===== src/include/jtag_dtm_macros.svh =====
/*
 * JTAG debug transport constants
 * Instruction register length and codes, DMI widths, IDCODE value
 * and the size of the debug register target
 */

`ifndef JTAG_DTM_MACROS_SVH
`define JTAG_DTM_MACROS_SVH

// TAP instruction register
`define DTM_IR_LEN      5
`define DTM_IR_IDCODE   5'h01
`define DTM_IR_DTMCS    5'h10
`define DTM_IR_DMI      5'h11
`define DTM_IR_BYPASS   5'h1f

// Identification register contents
`define DTM_IDCODE      32'h1000_0a6f

// DMI address and data widths
`define DTM_ABITS       7
`define DTM_DATA_W      32

// Words in the debug register target, higher addresses fail
`define DTM_REG_COUNT   16

`endif


===== src/rtl/jtag_dtm_pkg.sv =====
/*
 * JTAG debug transport types
 * TAP states, instruction codes, DMI operation and status fields,
 * and the structs passed between the TAP, the DR chain and the DMI
 */

`default_nettype none

`include "jtag_dtm_macros.svh"

package jtag_dtm_pkg;

    // IEEE 1149.1 controller states
    typedef enum logic [3:0] {
        TAP_RESET,
        TAP_IDLE,
        TAP_SEL_DR,
        TAP_CAP_DR,
        TAP_SHIFT_DR,
        TAP_EXIT1_DR,
        TAP_PAUSE_DR,
        TAP_EXIT2_DR,
        TAP_UPD_DR,
        TAP_SEL_IR,
        TAP_CAP_IR,
        TAP_SHIFT_IR,
        TAP_EXIT1_IR,
        TAP_PAUSE_IR,
        TAP_EXIT2_IR,
        TAP_UPD_IR
    } tap_state_e;

    // Unlisted codes select BYPASS
    typedef enum logic [`DTM_IR_LEN-1:0] {
        IR_IDCODE = `DTM_IR_IDCODE,
        IR_DTMCS  = `DTM_IR_DTMCS,
        IR_DMI    = `DTM_IR_DMI,
        IR_BYPASS = `DTM_IR_BYPASS
    } jtag_ir_e;

    typedef enum logic [1:0] {
        DMI_NOP   = 2'd0,
        DMI_READ  = 2'd1,
        DMI_WRITE = 2'd2
    } dmi_op_e;

    typedef enum logic [1:0] {
        DMI_OK     = 2'd0,
        DMI_FAILED = 2'd2,
        DMI_BUSY   = 2'd3
    } dmi_status_e;

    // One-cycle pulses from the TAP, plus the sampled TDI bit
    typedef struct packed {
        logic capture_dr;
        logic shift_dr;
        logic update_dr;
        logic tck_fall;
        logic tdi;
    } tap_strobe_t;

    // Same bit order as the DMI scan register, op at the LSB end
    typedef struct packed {
        logic [`DTM_ABITS-1:0]  addr;
        logic [`DTM_DATA_W-1:0] data;
        dmi_op_e                op;
    } dmi_req_t;

    typedef struct packed {
        logic [`DTM_DATA_W-1:0] data;
        dmi_status_e            status;
    } dmi_resp_t;

endpackage

`default_nettype wire


===== src/rtl/jtag_tap_ctrl.sv =====
/*
 * JTAG TAP controller
 * Brings TCK, TMS and TDI into the clk domain, steps the 16-state
 * TAP FSM once per TCK rise and owns the instruction register.
 * DR strobes leave as registered one-cycle pulses, TDO moves on TCK fall.
 */

`timescale 1ns/1ps
`default_nettype none

`include "jtag_dtm_macros.svh"

module jtag_tap_ctrl (
    input  logic                      clk,
    input  logic                      rst_n,
    input  logic                      tck_i,
    input  logic                      tms_i,
    input  logic                      tdi_i,
    input  logic                      dr_tdo_i,
    output logic                      tdo_o,
    output jtag_dtm_pkg::tap_strobe_t strobe_o,
    output jtag_dtm_pkg::jtag_ir_e    ir_o
);

    // Pin synchronizer stages, bit order {tck, tms, tdi}
    logic [2:0] sync0_q;
    logic [2:0] sync1_q;
    logic       tck_prev_q;
    logic       tck_s;
    logic       tms_s;
    logic       tdi_s;
    logic       tck_rise;
    logic       tck_fall;

    jtag_dtm_pkg::tap_state_e state_q;
    jtag_dtm_pkg::tap_state_e state_d;

    // IR shift stage, loaded into ir_o on Update-IR
    logic [`DTM_IR_LEN-1:0] ir_sr;

    ////////////////////
    // Pin sampling
    ////////////////////

    always_ff @(posedge clk) begin
        if (!rst_n) begin
            sync0_q    <= '0;
            sync1_q    <= '0;
            tck_prev_q <= 1'b0;
        end else begin
            sync0_q    <= {tck_i, tms_i, tdi_i};
            sync1_q    <= sync0_q;
            tck_prev_q <= sync1_q[2];
        end
    end

    assign tck_s = sync1_q[2];
    assign tms_s = sync1_q[1];
    assign tdi_s = sync1_q[0];

    // Edge detect, third clk after the pin toggles
    assign tck_rise = tck_s && !tck_prev_q;
    assign tck_fall = !tck_s && tck_prev_q;

    ////////////////////
    // TAP state machine
    ////////////////////

    always_comb begin
        state_d = state_q;
        case (state_q)
            jtag_dtm_pkg::TAP_RESET:
                state_d = tms_s ? jtag_dtm_pkg::TAP_RESET : jtag_dtm_pkg::TAP_IDLE;
            jtag_dtm_pkg::TAP_IDLE:
                state_d = tms_s ? jtag_dtm_pkg::TAP_SEL_DR : jtag_dtm_pkg::TAP_IDLE;
            jtag_dtm_pkg::TAP_SEL_DR:
                state_d = tms_s ? jtag_dtm_pkg::TAP_SEL_IR : jtag_dtm_pkg::TAP_CAP_DR;
            jtag_dtm_pkg::TAP_CAP_DR,
            jtag_dtm_pkg::TAP_SHIFT_DR:
                state_d = tms_s ? jtag_dtm_pkg::TAP_EXIT1_DR : jtag_dtm_pkg::TAP_SHIFT_DR;
            jtag_dtm_pkg::TAP_EXIT1_DR:
                state_d = tms_s ? jtag_dtm_pkg::TAP_UPD_DR : jtag_dtm_pkg::TAP_PAUSE_DR;
            jtag_dtm_pkg::TAP_PAUSE_DR:
                state_d = tms_s ? jtag_dtm_pkg::TAP_EXIT2_DR : jtag_dtm_pkg::TAP_PAUSE_DR;
            jtag_dtm_pkg::TAP_EXIT2_DR:
                state_d = tms_s ? jtag_dtm_pkg::TAP_UPD_DR : jtag_dtm_pkg::TAP_SHIFT_DR;
            jtag_dtm_pkg::TAP_SEL_IR:
                state_d = tms_s ? jtag_dtm_pkg::TAP_RESET : jtag_dtm_pkg::TAP_CAP_IR;
            jtag_dtm_pkg::TAP_CAP_IR,
            jtag_dtm_pkg::TAP_SHIFT_IR:
                state_d = tms_s ? jtag_dtm_pkg::TAP_EXIT1_IR : jtag_dtm_pkg::TAP_SHIFT_IR;
            jtag_dtm_pkg::TAP_EXIT1_IR:
                state_d = tms_s ? jtag_dtm_pkg::TAP_UPD_IR : jtag_dtm_pkg::TAP_PAUSE_IR;
            jtag_dtm_pkg::TAP_PAUSE_IR:
                state_d = tms_s ? jtag_dtm_pkg::TAP_EXIT2_IR : jtag_dtm_pkg::TAP_PAUSE_IR;
            jtag_dtm_pkg::TAP_EXIT2_IR:
                state_d = tms_s ? jtag_dtm_pkg::TAP_UPD_IR : jtag_dtm_pkg::TAP_SHIFT_IR;
            // Both update states leave the same way
            default:
                state_d = tms_s ? jtag_dtm_pkg::TAP_SEL_DR : jtag_dtm_pkg::TAP_IDLE;
        endcase
    end

    always_ff @(posedge clk) begin
        if (!rst_n) begin
            state_q  <= jtag_dtm_pkg::TAP_RESET;
            ir_o     <= jtag_dtm_pkg::IR_IDCODE;
            strobe_o <= '0;
            tdo_o    <= 1'b0;
        end else begin
            // DR actions belong to the state being left on this rise
            strobe_o.capture_dr <= tck_rise && (state_q == jtag_dtm_pkg::TAP_CAP_DR);
            strobe_o.shift_dr   <= tck_rise && (state_q == jtag_dtm_pkg::TAP_SHIFT_DR);
            strobe_o.update_dr  <= tck_rise && (state_q == jtag_dtm_pkg::TAP_UPD_DR);
            strobe_o.tck_fall   <= tck_fall;
            strobe_o.tdi        <= tdi_s;
            if (tck_rise) begin
                state_q <= state_d;
                if (state_q == jtag_dtm_pkg::TAP_RESET) begin
                    ir_o <= jtag_dtm_pkg::IR_IDCODE;
                end else if (state_q == jtag_dtm_pkg::TAP_UPD_IR) begin
                    // Unused codes are kept, the chain treats them as BYPASS
                    ir_o <= jtag_dtm_pkg::jtag_ir_e'(ir_sr);
                end
            end
            // IR bit while in Shift-IR, DR bit otherwise
            if (tck_fall) begin
                tdo_o <= (state_q == jtag_dtm_pkg::TAP_SHIFT_IR) ? ir_sr[0] : dr_tdo_i;
            end
        end
    end

    // Capture-IR loads the mandatory 01 pattern
    always_ff @(posedge clk) begin
        if (tck_rise) begin
            if (state_q == jtag_dtm_pkg::TAP_CAP_IR) begin
                ir_sr <= `DTM_IR_LEN'(2'b01);
            end else if (state_q == jtag_dtm_pkg::TAP_SHIFT_IR) begin
                ir_sr <= {tdi_s, ir_sr[`DTM_IR_LEN-1:1]};
            end
        end
    end

endmodule

`default_nettype wire


===== src/rtl/jtag_dr_chain.sv =====
/*
 * JTAG data register chain
 * IDCODE, BYPASS, DTMCS and DMI scan registers selected by the IR.
 * Update of DMI emits a request, update of DTMCS can pulse dmireset
 */

`timescale 1ns/1ps
`default_nettype none

`include "jtag_dtm_macros.svh"

module jtag_dr_chain (
    input  logic                      clk,
    input  logic                      rst_n,
    input  jtag_dtm_pkg::tap_strobe_t strobe_i,
    input  jtag_dtm_pkg::jtag_ir_e    ir_i,
    input  jtag_dtm_pkg::dmi_resp_t   resp_i,
    input  logic                      busy_i,
    input  jtag_dtm_pkg::dmi_status_e sticky_i,
    output logic                      dr_tdo_o,
    output logic                      dmi_update_o,
    output logic                      dmi_reset_o,
    output jtag_dtm_pkg::dmi_req_t    req_o
);

    localparam int DMI_W = $bits(jtag_dtm_pkg::dmi_req_t);

    logic                sel_idcode;
    logic                sel_dtmcs;
    logic                sel_dmi;
    logic                sel_bypass;

    logic [31:0]         idcode_sr;
    logic                bypass_sr;
    logic [31:0]         dtmcs_sr;
    logic [DMI_W-1:0]    dmi_sr;

    logic [31:0]         dtmcs_cap;
    logic [DMI_W-1:0]    dmi_cap;
    jtag_dtm_pkg::dmi_status_e cap_status;

    // Anything not decoded falls back to BYPASS
    assign sel_idcode = (ir_i == jtag_dtm_pkg::IR_IDCODE);
    assign sel_dtmcs  = (ir_i == jtag_dtm_pkg::IR_DTMCS);
    assign sel_dmi    = (ir_i == jtag_dtm_pkg::IR_DMI);
    assign sel_bypass = !(sel_idcode || sel_dtmcs || sel_dmi);

    ////////////////////
    // Capture values
    ////////////////////

    // Outstanding request reads back as BUSY
    assign cap_status = busy_i ? jtag_dtm_pkg::DMI_BUSY : sticky_i;

    // idle 1, dmistat, abits, version 1
    assign dtmcs_cap = {17'd0, 3'd1, sticky_i, 6'(`DTM_ABITS), 4'd1};
    assign dmi_cap   = {req_o.addr, resp_i.data, cap_status};

    ////////////////////
    // Scan registers
    ////////////////////

    always_ff @(posedge clk) begin
        if (strobe_i.capture_dr) begin
            idcode_sr <= `DTM_IDCODE;
            bypass_sr <= 1'b0;
            dtmcs_sr  <= dtmcs_cap;
            dmi_sr    <= dmi_cap;
        end else if (strobe_i.shift_dr) begin
            // LSB first, only the selected register moves
            if (sel_idcode) begin
                idcode_sr <= {strobe_i.tdi, idcode_sr[31:1]};
            end
            if (sel_bypass) begin
                bypass_sr <= strobe_i.tdi;
            end
            if (sel_dtmcs) begin
                dtmcs_sr <= {strobe_i.tdi, dtmcs_sr[31:1]};
            end
            if (sel_dmi) begin
                dmi_sr <= {strobe_i.tdi, dmi_sr[DMI_W-1:1]};
            end
        end
    end

    ////////////////////
    // Update side
    ////////////////////

    always_ff @(posedge clk) begin
        if (!rst_n) begin
            dmi_update_o <= 1'b0;
            dmi_reset_o  <= 1'b0;
            req_o        <= '0;
        end else begin
            dmi_update_o <= strobe_i.update_dr && sel_dmi;
            // Bit 16 of DTMCS is dmireset
            dmi_reset_o  <= strobe_i.update_dr && sel_dtmcs && dtmcs_sr[16];
            if (strobe_i.update_dr && sel_dmi) begin
                req_o <= jtag_dtm_pkg::dmi_req_t'(dmi_sr);
            end
        end
    end

    // Serial output of the selected register
    always_comb begin
        if (sel_idcode) begin
            dr_tdo_o = idcode_sr[0];
        end else if (sel_dtmcs) begin
            dr_tdo_o = dtmcs_sr[0];
        end else if (sel_dmi) begin
            dr_tdo_o = dmi_sr[0];
        end else begin
            dr_tdo_o = bypass_sr;
        end
    end

endmodule

`default_nettype wire


===== src/rtl/dmi_master.sv =====
/*
 * DMI master
 * Turns a DMI scan update into a valid/ready request, keeps the
 * response for the next capture and tracks busy and sticky status
 */

`timescale 1ns/1ps
`default_nettype none

module dmi_master (
    input  logic                      clk,
    input  logic                      rst_n,
    input  logic                      dmi_update_i,
    input  logic                      dmi_reset_i,
    input  jtag_dtm_pkg::dmi_req_t    req_i,
    output logic                      req_valid_o,
    input  logic                      req_ready_i,
    output jtag_dtm_pkg::dmi_req_t    dm_req_o,
    input  logic                      resp_valid_i,
    output logic                      resp_ready_o,
    input  jtag_dtm_pkg::dmi_resp_t   dm_resp_i,
    output jtag_dtm_pkg::dmi_resp_t   resp_o,
    output logic                      busy_o,
    output jtag_dtm_pkg::dmi_status_e sticky_o
);

    logic issue;

    // Responses are always taken at once
    assign resp_ready_o = 1'b1;

    // NOP updates only refresh the scan address
    assign issue = dmi_update_i && (req_i.op != jtag_dtm_pkg::DMI_NOP);

    // Request payload, stable while valid is high
    always_ff @(posedge clk) begin
        if (issue && !busy_o) begin
            dm_req_o <= req_i;
        end
    end

    always_ff @(posedge clk) begin
        if (!rst_n) begin
            req_valid_o <= 1'b0;
            busy_o      <= 1'b0;
            resp_o      <= '0;
            sticky_o    <= jtag_dtm_pkg::DMI_OK;
        end else begin
            // Handshake done, drop valid
            if (req_valid_o && req_ready_i) begin
                req_valid_o <= 1'b0;
            end
            if (resp_valid_i) begin
                resp_o <= dm_resp_i;
                busy_o <= 1'b0;
                if (dm_resp_i.status == jtag_dtm_pkg::DMI_FAILED) begin
                    sticky_o <= jtag_dtm_pkg::DMI_FAILED;
                end
            end
            if (issue) begin
                if (busy_o) begin
                    // Overrun, request is lost
                    sticky_o <= jtag_dtm_pkg::DMI_BUSY;
                end else begin
                    req_valid_o <= 1'b1;
                    busy_o      <= 1'b1;
                end
            end
            // dmireset is the only way back to OK
            if (dmi_reset_i) begin
                sticky_o <= jtag_dtm_pkg::DMI_OK;
            end
        end
    end

endmodule

`default_nettype wire


===== src/rtl/dm_regfile.sv =====
/*
 * Debug module register file
 * 16 words behind the DMI, one request accepted at a time,
 * out-of-range addresses answer FAILED
 */

`timescale 1ns/1ps
`default_nettype none

`include "jtag_dtm_macros.svh"

module dm_regfile (
    input  logic                    clk,
    input  logic                    rst_n,
    input  logic                    req_valid_i,
    output logic                    req_ready_o,
    input  jtag_dtm_pkg::dmi_req_t  req_i,
    output logic                    resp_valid_o,
    input  logic                    resp_ready_i,
    output jtag_dtm_pkg::dmi_resp_t resp_o
);

    localparam int IDX_W = $clog2(`DTM_REG_COUNT);

    logic [`DTM_DATA_W-1:0] mem_q [`DTM_REG_COUNT];
    logic                   accept;
    logic                   in_range;
    logic [IDX_W-1:0]       idx;

    // Ready while no response waits
    assign req_ready_o = !resp_valid_o;
    assign accept      = req_valid_i && req_ready_o;
    assign in_range    = req_i.addr < `DTM_REG_COUNT;
    assign idx         = req_i.addr[IDX_W-1:0];

    always_ff @(posedge clk) begin
        if (!rst_n) begin
            resp_valid_o <= 1'b0;
            resp_o       <= '0;
            for (int i = 0; i < `DTM_REG_COUNT; i++) begin
                mem_q[i] <= '0;
            end
        end else begin
            if (resp_valid_o && resp_ready_i) begin
                resp_valid_o <= 1'b0;
            end
            if (accept) begin
                resp_valid_o <= 1'b1;
                if (!in_range) begin
                    resp_o.data   <= '0;
                    resp_o.status <= jtag_dtm_pkg::DMI_FAILED;
                end else begin
                    resp_o.status <= jtag_dtm_pkg::DMI_OK;
                    // Writes echo the stored data
                    if (req_i.op == jtag_dtm_pkg::DMI_WRITE) begin
                        mem_q[idx]  <= req_i.data;
                        resp_o.data <= req_i.data;
                    end else begin
                        resp_o.data <= mem_q[idx];
                    end
                end
            end
        end
    end

endmodule

`default_nettype wire


===== src/rtl/jtag_dtm_top.sv =====
/*
 * JTAG debug transport top
 * TAP controller, DR chain, DMI master and debug register file
 */

`timescale 1ns/1ps
`default_nettype none

module jtag_dtm_top (
    input  logic clk,
    input  logic rst_n,
    input  logic tck_i,
    input  logic tms_i,
    input  logic tdi_i,
    output logic tdo_o
);

    // TAP to chain
    jtag_dtm_pkg::tap_strobe_t strobe;
    jtag_dtm_pkg::jtag_ir_e    ir;
    logic                      dr_tdo;

    // Chain to DMI master
    logic                      dmi_update;
    logic                      dmi_reset;
    jtag_dtm_pkg::dmi_req_t    scan_req;
    jtag_dtm_pkg::dmi_resp_t   scan_resp;
    logic                      busy;
    jtag_dtm_pkg::dmi_status_e sticky;

    // DMI bus
    logic                      req_valid;
    logic                      req_ready;
    jtag_dtm_pkg::dmi_req_t    dm_req;
    logic                      resp_valid;
    logic                      resp_ready;
    jtag_dtm_pkg::dmi_resp_t   dm_resp;

    jtag_tap_ctrl u_tap (
        .clk      (clk),
        .rst_n    (rst_n),
        .tck_i    (tck_i),
        .tms_i    (tms_i),
        .tdi_i    (tdi_i),
        .dr_tdo_i (dr_tdo),
        .tdo_o    (tdo_o),
        .strobe_o (strobe),
        .ir_o     (ir)
    );

    jtag_dr_chain u_chain (
        .clk          (clk),
        .rst_n        (rst_n),
        .strobe_i     (strobe),
        .ir_i         (ir),
        .resp_i       (scan_resp),
        .busy_i       (busy),
        .sticky_i     (sticky),
        .dr_tdo_o     (dr_tdo),
        .dmi_update_o (dmi_update),
        .dmi_reset_o  (dmi_reset),
        .req_o        (scan_req)
    );

    dmi_master u_dmi (
        .clk          (clk),
        .rst_n        (rst_n),
        .dmi_update_i (dmi_update),
        .dmi_reset_i  (dmi_reset),
        .req_i        (scan_req),
        .req_valid_o  (req_valid),
        .req_ready_i  (req_ready),
        .dm_req_o     (dm_req),
        .resp_valid_i (resp_valid),
        .resp_ready_o (resp_ready),
        .dm_resp_i    (dm_resp),
        .resp_o       (scan_resp),
        .busy_o       (busy),
        .sticky_o     (sticky)
    );

    dm_regfile u_regs (
        .clk          (clk),
        .rst_n        (rst_n),
        .req_valid_i  (req_valid),
        .req_ready_o  (req_ready),
        .req_i        (dm_req),
        .resp_valid_o (resp_valid),
        .resp_ready_i (resp_ready),
        .resp_o       (dm_resp)
    );

endmodule

`default_nettype wire


===== config.mk =====
export PLATFORM = sky130hd
export DESIGN_NAME = jtag_dtm_top
export DESIGN_NICKNAME = d
export VERILOG_FILES = /design/src/rtl/jtag_dtm_pkg.sv /design/src/rtl/jtag_tap_ctrl.sv /design/src/rtl/jtag_dr_chain.sv /design/src/rtl/dmi_master.sv /design/src/rtl/dm_regfile.sv /design/src/rtl/jtag_dtm_top.sv
export VERILOG_INCLUDE_DIRS = /design/src /design/src/include
export SDC_FILE = /design/constraint.sdc
export NUM_CORES = 1
export LEC_CHECK = 0
export ABC_AREA = 1
export ABC_CLOCK_PERIOD_IN_PS = 4400
export BUFFER_PORTS_ARGS = -buffer_cell sky130_fd_sc_hd__buf_2
export CAP_MARGIN = 20
export CORE_MARGIN = 5
export CORE_UTILIZATION = 38
export CTS_BUF_LIST = sky130_fd_sc_hd__clkbuf_16
export DETAILED_ROUTE_END_ITERATION = 16
export GPL_TIMING_DRIVEN = 0
export PLACE_DENSITY = 0.58
export SETUP_SLACK_MARGIN = 0.4
export SLEW_MARGIN = 20
export SYNTH_ARGS = -nofsm -noshare
export SYNTH_HDL_FRONTEND = slang
export SYNTH_HIERARCHICAL = 1
export SYNTH_SLANG_ARGS = --single-unit
export TNS_END_PERCENT = 5

===== constraint.sdc =====
create_clock -name clk -period 4.4 [get_ports clk]
set_input_delay 1.1 -clock clk [delete_from_list [all_inputs] [get_ports clk]]
set_output_delay 1.1 -clock clk [all_outputs]
set_load 0.05 [all_outputs]

== Word level (Yosys, flattened, before mapping) ==
Memory sizes are Yosys's and may differ from the RTL's. A register that Yosys moved wholly into a read port is not among the register bits.
Index checks and enable logic that the tools add are counted.
Widths: inputs -> output; s select.
Word-level totals
  bits in registers: 287
  RAM bits: 512
  bits of input ports: 5
  memories kept: 1
Memory list
  u_regs.mem_q: depth 16, bits a word 32, rd ports 1, clocked after memory_dff 1, wr ports 16, line dm_regfile.sv:25  | logic [`DTM_DATA_W-1:0] mem_q [`DTM_REG_COUNT];
Cells by class
  bitwise logic cells: 2
  reductions and logical operators: 35
  equality and inequality tests: 19
  $lt $le $gt $ge: 1
  mux-type cells: 50
Operators by type and width (number)
  $mux 41: 3
  $mux 32: 2
  $pmux 4 s11: 1
  $mux 12: 3
  $mux 34: 1
  $eq 4x4->1 const B: 8
  $reduce_or 32->1: 1
  $mux 4: 6
  $mux 1: 21
  $eq 4x3->1 const B: 4
  $mux 2: 8
  $mux 5: 3
  $reduce_and 2->1: 7
  $reduce_bool 2->1: 6
  $logic_and 1x1->1: 11
  $eq 5x5->1 const B: 2
  $eq 4x2->1 const B: 2
  $lt 7x5->1 const B: 1
  $mux 3: 2
  $reduce_or 2->1: 3
  $eq 5x1->1 const B: 1
  $eq 2x2->1 const B: 2
  $logic_not 1->1: 4
  $logic_not 4->1: 1
  2 further kinds: 4

== Depth between registers and ports, before layout ==
  depth in word-level cells: 8
  depth in mapped cells: 12
  gate-level depth less buffers: 10

== Modules after synthesis ==
The synthesis kept the hierarchy.
By module, submodules not included
  dm_regfile: instances 1, seq. area each 16055.4 sq um, cells each 2735, area an instance 25147.9 sq um
  jtag_dr_chain: instances 1, seq. area each 3413.3 sq um, cells each 671, area an instance 5641.7 sq um
  dmi_master: instances 1, seq. area each 1991.9 sq um, cells each 214, area an instance 2625.0 sq um
  jtag_tap_ctrl: instances 1, seq. area each 590.6 sq um, cells each 167, area an instance 1177.4 sq um

== Least setup slack after synthesis ==
Ideal clock, no wire load.
  kind: reg-to-reg
  from: reg u_tap.ir_o[3]
  to: reg u_chain.dmi_sr[0] (enable)
  slack: 0.337 ns
  data required time: 3.904 ns
  arrival: 3.567 ns
  clock period less this slack: 4.063 ns
  cell stages (with the launch flop): 4
  path buffers: 0
  setup time: 0.496 ns
  path through: dfxtp_1 -> nor2_4 -> nand3_1 -> o21ai_0
On the way
  cells in the longest elaborated chain, start to end: 3
RTL lines
  start: declaration: line jtag_tap_ctrl.sv:22  | output jtag_dtm_pkg::jtag_ir_e ir_o
  start signal: assignment: line jtag_tap_ctrl.sv:107  | ir_o <= jtag_dtm_pkg::IR_IDCODE;
  start signal: assignment: line jtag_tap_ctrl.sv:120  | ir_o <= jtag_dtm_pkg::IR_IDCODE;
  start signal: assignment: line jtag_tap_ctrl.sv:123  | ir_o <= jtag_dtm_pkg::jtag_ir_e'(ir_sr);
  $eq 5x5->1: line jtag_dr_chain.sv:45  | assign sel_dmi = (ir_i == jtag_dtm_pkg::IR_DMI);
  $reduce_bool 2->1 (no line)
  $reduce_and 2->1 (no line)
  end signal: assignment: line jtag_dr_chain.sv:68  | dmi_sr <= dmi_cap;
  end signal: assignment: line jtag_dr_chain.sv:81  | dmi_sr <= {strobe_i.tdi, dmi_sr[DMI_W-1:1]};
  end: declaration: line jtag_dr_chain.sv:36  | logic [DMI_W-1:0] dmi_sr;
Every way passes these cells.
A chain may end at the register's enable or synchronous reset.

==> impl_metrics.yaml <==
run_status:
  status: "completed"
power_and_ir_drop:
  power_mw: 15.46
  power.density_nw_per_um2: 395.3
  ir_worst_vdd_uv: 320.3
  power.leakage_nw: 16.78
drt:
  drt-met1-wl_um: 45670
  num_vias: 26705
  drt-pass1-iter-count: 6
  finalWirelength_um: 107000
  drt_iter0_markers: 2990
  routed-wl-met2_um: 48210
  maxUsedRoutingLayer: "met4"
  wl_met3_um: 8451
  avgRoutedWirePerCell_um: 20.84
  remaining_drc_errors: 0
  avgViaCountPerCell: 5.203
  ant_nets: 0
setup_path:
  worstSetupPathType: "in -> reg"
  regToRegEndpoint: "u_regs/mem_q[11][8]"
  worst_setup_path_start_kind: "input pin"
  required_ns: 4.74
  crit_path_top_delay_cell: "clkbuf_1"
  cp_top_family: "buffers and inverters"
  critPathArrivalTime_ns: 4.01
  critPathBufInv: 4
  ff2ff_path_depth: 8
  crit_cells: 8
  crit_fanout: 20
  rrSetupSlack_ns: 0.96
  worstPathCellList: "buf_2, clkbuf_1, nand4_4, nor2_4, nand2_2, buf_2, nand2_2, buf_12"
  crit_end: "u_regs/mem_q[9][8]"
  crit_start: "rst_n"
  regToRegStartpoint: "u_dmi/dm_req_o[35]"
  end_kind: "flip-flop"
  cp_slowest_stage_delay_ns: 0.69
global_routing:
  grt_max_degree: 33
  grt_pass1_wl_um: 158800
  grt_pass1_vias: 25094
  antenna_found_initial: 0
  overflow: 0
  track_usage_pct: 21.53
synth:
  synth_area_um2: 34500
  synthCells: 3779
  avgSynthCellArea_um2: 9.130
  yosysWarnings: 6
  syn_nets: 3784
clock_network:
  cts_setup_buffers: 0
  clk_pin_slew_ns: 0.06
  htreeDepth: 3
  numCtsBuffers: 86
  cts_tree: "done"
  cts.root.buffer_cell: "clkbuf_16"
  cts.sinks: 798
  cts_resized: 0
  insertion_delay_ns: 0.66
  hold_buffers: 0
  clockBufferDepth: 3
sta:
  period_share_pct: 83.43
  setup_viol_count_final: 0
  worst_slew_margin_rel_pct: 18.49
  min_period_ns: 3.671
  fmax_mhz: 272.4
  final.setup_skew_ns: 0.02490
  rsz0062_at_grt: "no"
  whs_ns: 0.4111
  finalMaxSlewViolations: 0
  fin_ws_ns: 0.7292
  tightest_slew_ns: 1.223
  hold_violations: 0
placement:
  dp_slack_ns: 0.09724
  dp_hpwl_um: 73870
  portBuffers: 5
  dp_cells: 4979
  gp_congestion: 0.8613
floorplan:
  rows: 110
  io_pins: 6
  start_util_pct: 38.33
  dieArea_um2: 96920
  core-area_um2: 90010
  die_h_um: 311.3
  die_x_um: 311.3
cells_and_area:
  final_cells: 5133
  antenna_cells: 0
  area_growth_pct: 13.39
  fill_cells: 8749
  nNetsFinal: 3896
  drive_gt1_share_pct: 8.036
min_path:
  hp-class: "reg -> reg"
run:
  timing.max_cap.violations: 0
==> cells in the final DEF, fill, tap and decap left out, drive strengths merged, types with 2 or more instances in the layout <==
cell type,n
a21oi,115
buf,147
bufinv,4
clkbuf,225
clkinv,35
clkinvlp,2
conb,2
dfxtp,197
edfxtp,601
inv,113
nand2,1453
nand3,218
nand4,8
nor2,669
nor3,2
nor4,2
o21ai,128
o21bai,32
or2,3
==> area by class of cell <==
| type | instances | area, um2 | share of cell area, % |
|---|---|---|---|
| Buffer | 261 | 1341 | 3.428 |
| Clock buffer | 87 | 2177 | 5.565 |
| Clock inverter | 67 | 456.7 | 1.167 |
| Inverter | 87 | 329.1 | 0.8411 |
| Multi-Input combinational cell | 2633 | 10900 | 27.86 |
| Sequential cell | 798 | 21990 | 56.21 |
| Tap cell | 1176 | 1471 | 3.761 |
| Timing Repair Buffer | 24 | 457.9 | 1.171 |
==> through the flow <==
stage	cell area (um2)	utilization (%)	TNS, ns
finish	39120	43.46	0
detailed placement	36490	40.54	0
CTS	39120	43.46	0
floorplan	34500	-	0
global placement	36000	39.99	-246.94
global route	39120	43.46	0
==> sequential cells by signal, indices dropped and copies added (netlist names), 2 cells and up <==
register and count:
u_regs/resp_o 33, u_chain/dmi_sr 41, u_dmi/sticky_o 2, u_chain/req_o 41, u_chain/idcode_sr 32, u_dmi/dm_req_o 41
u_chain/dtmcs_sr 32, u_tap/state_q 4, u_regs/mem_q 512, u_tap/sync0_q 3, u_tap/ir_sr 5, u_tap/ir_o 5
u_tap/sync1_q 3, u_tap/strobe_o 4, u_dmi/resp_o 32
==> worst register-to-register path: cells and delay by family (launching register included) <==
kind	cells	cell delay (ns)
AND/OR/NAND/NOR	4	1.11
buffers and inverters	4	1.62
flip-flops	1	0.37
==> layer usage <==
| metal | global-route usage [%] | vias up |
|---|---|---|
| li1 | - | 12479 |
| met1 | 30.42 | 12854 |
| met2 | 34.08 | 1169 |
| met3 | 2.525 | 203 |
| met4 | 8.568 | 0 |
| met5 | 0 | - |
==> power breakdown <==
group          internal (mW)  total [mW]  switching [mW]
Combinational         0.0989       0.359           0.261
Sequential              8.22        8.27          0.0490
Clock                   3.83        6.83            3.00
==> how the worst min path moves through the flow <==
stage | start | endpoint | slack (ns) | cells after the start
2_1_floorplan | u_tap/sync0_q[0] | u_tap/sync1_q[0] | 0.39 | 2
3_3_place_gp | u_tap/sync0_q[1] | u_tap/sync1_q[1] | 0.40 | 2
3_5_place_dp | u_tap/sync0_q[0] | u_tap/sync1_q[0] | 0.40 | 2
4_1_cts | u_tap/sync0_q[2] | u_tap/sync1_q[2] | 0.41 | 2
5_1_grt | u_tap/sync0_q[1] | u_tap/sync1_q[1] | 0.44 | 2
6_report | u_tap/sync0_q[2] | u_tap/sync1_q[2] | 0.41 | 2
(Power assumes the default switching activity.)
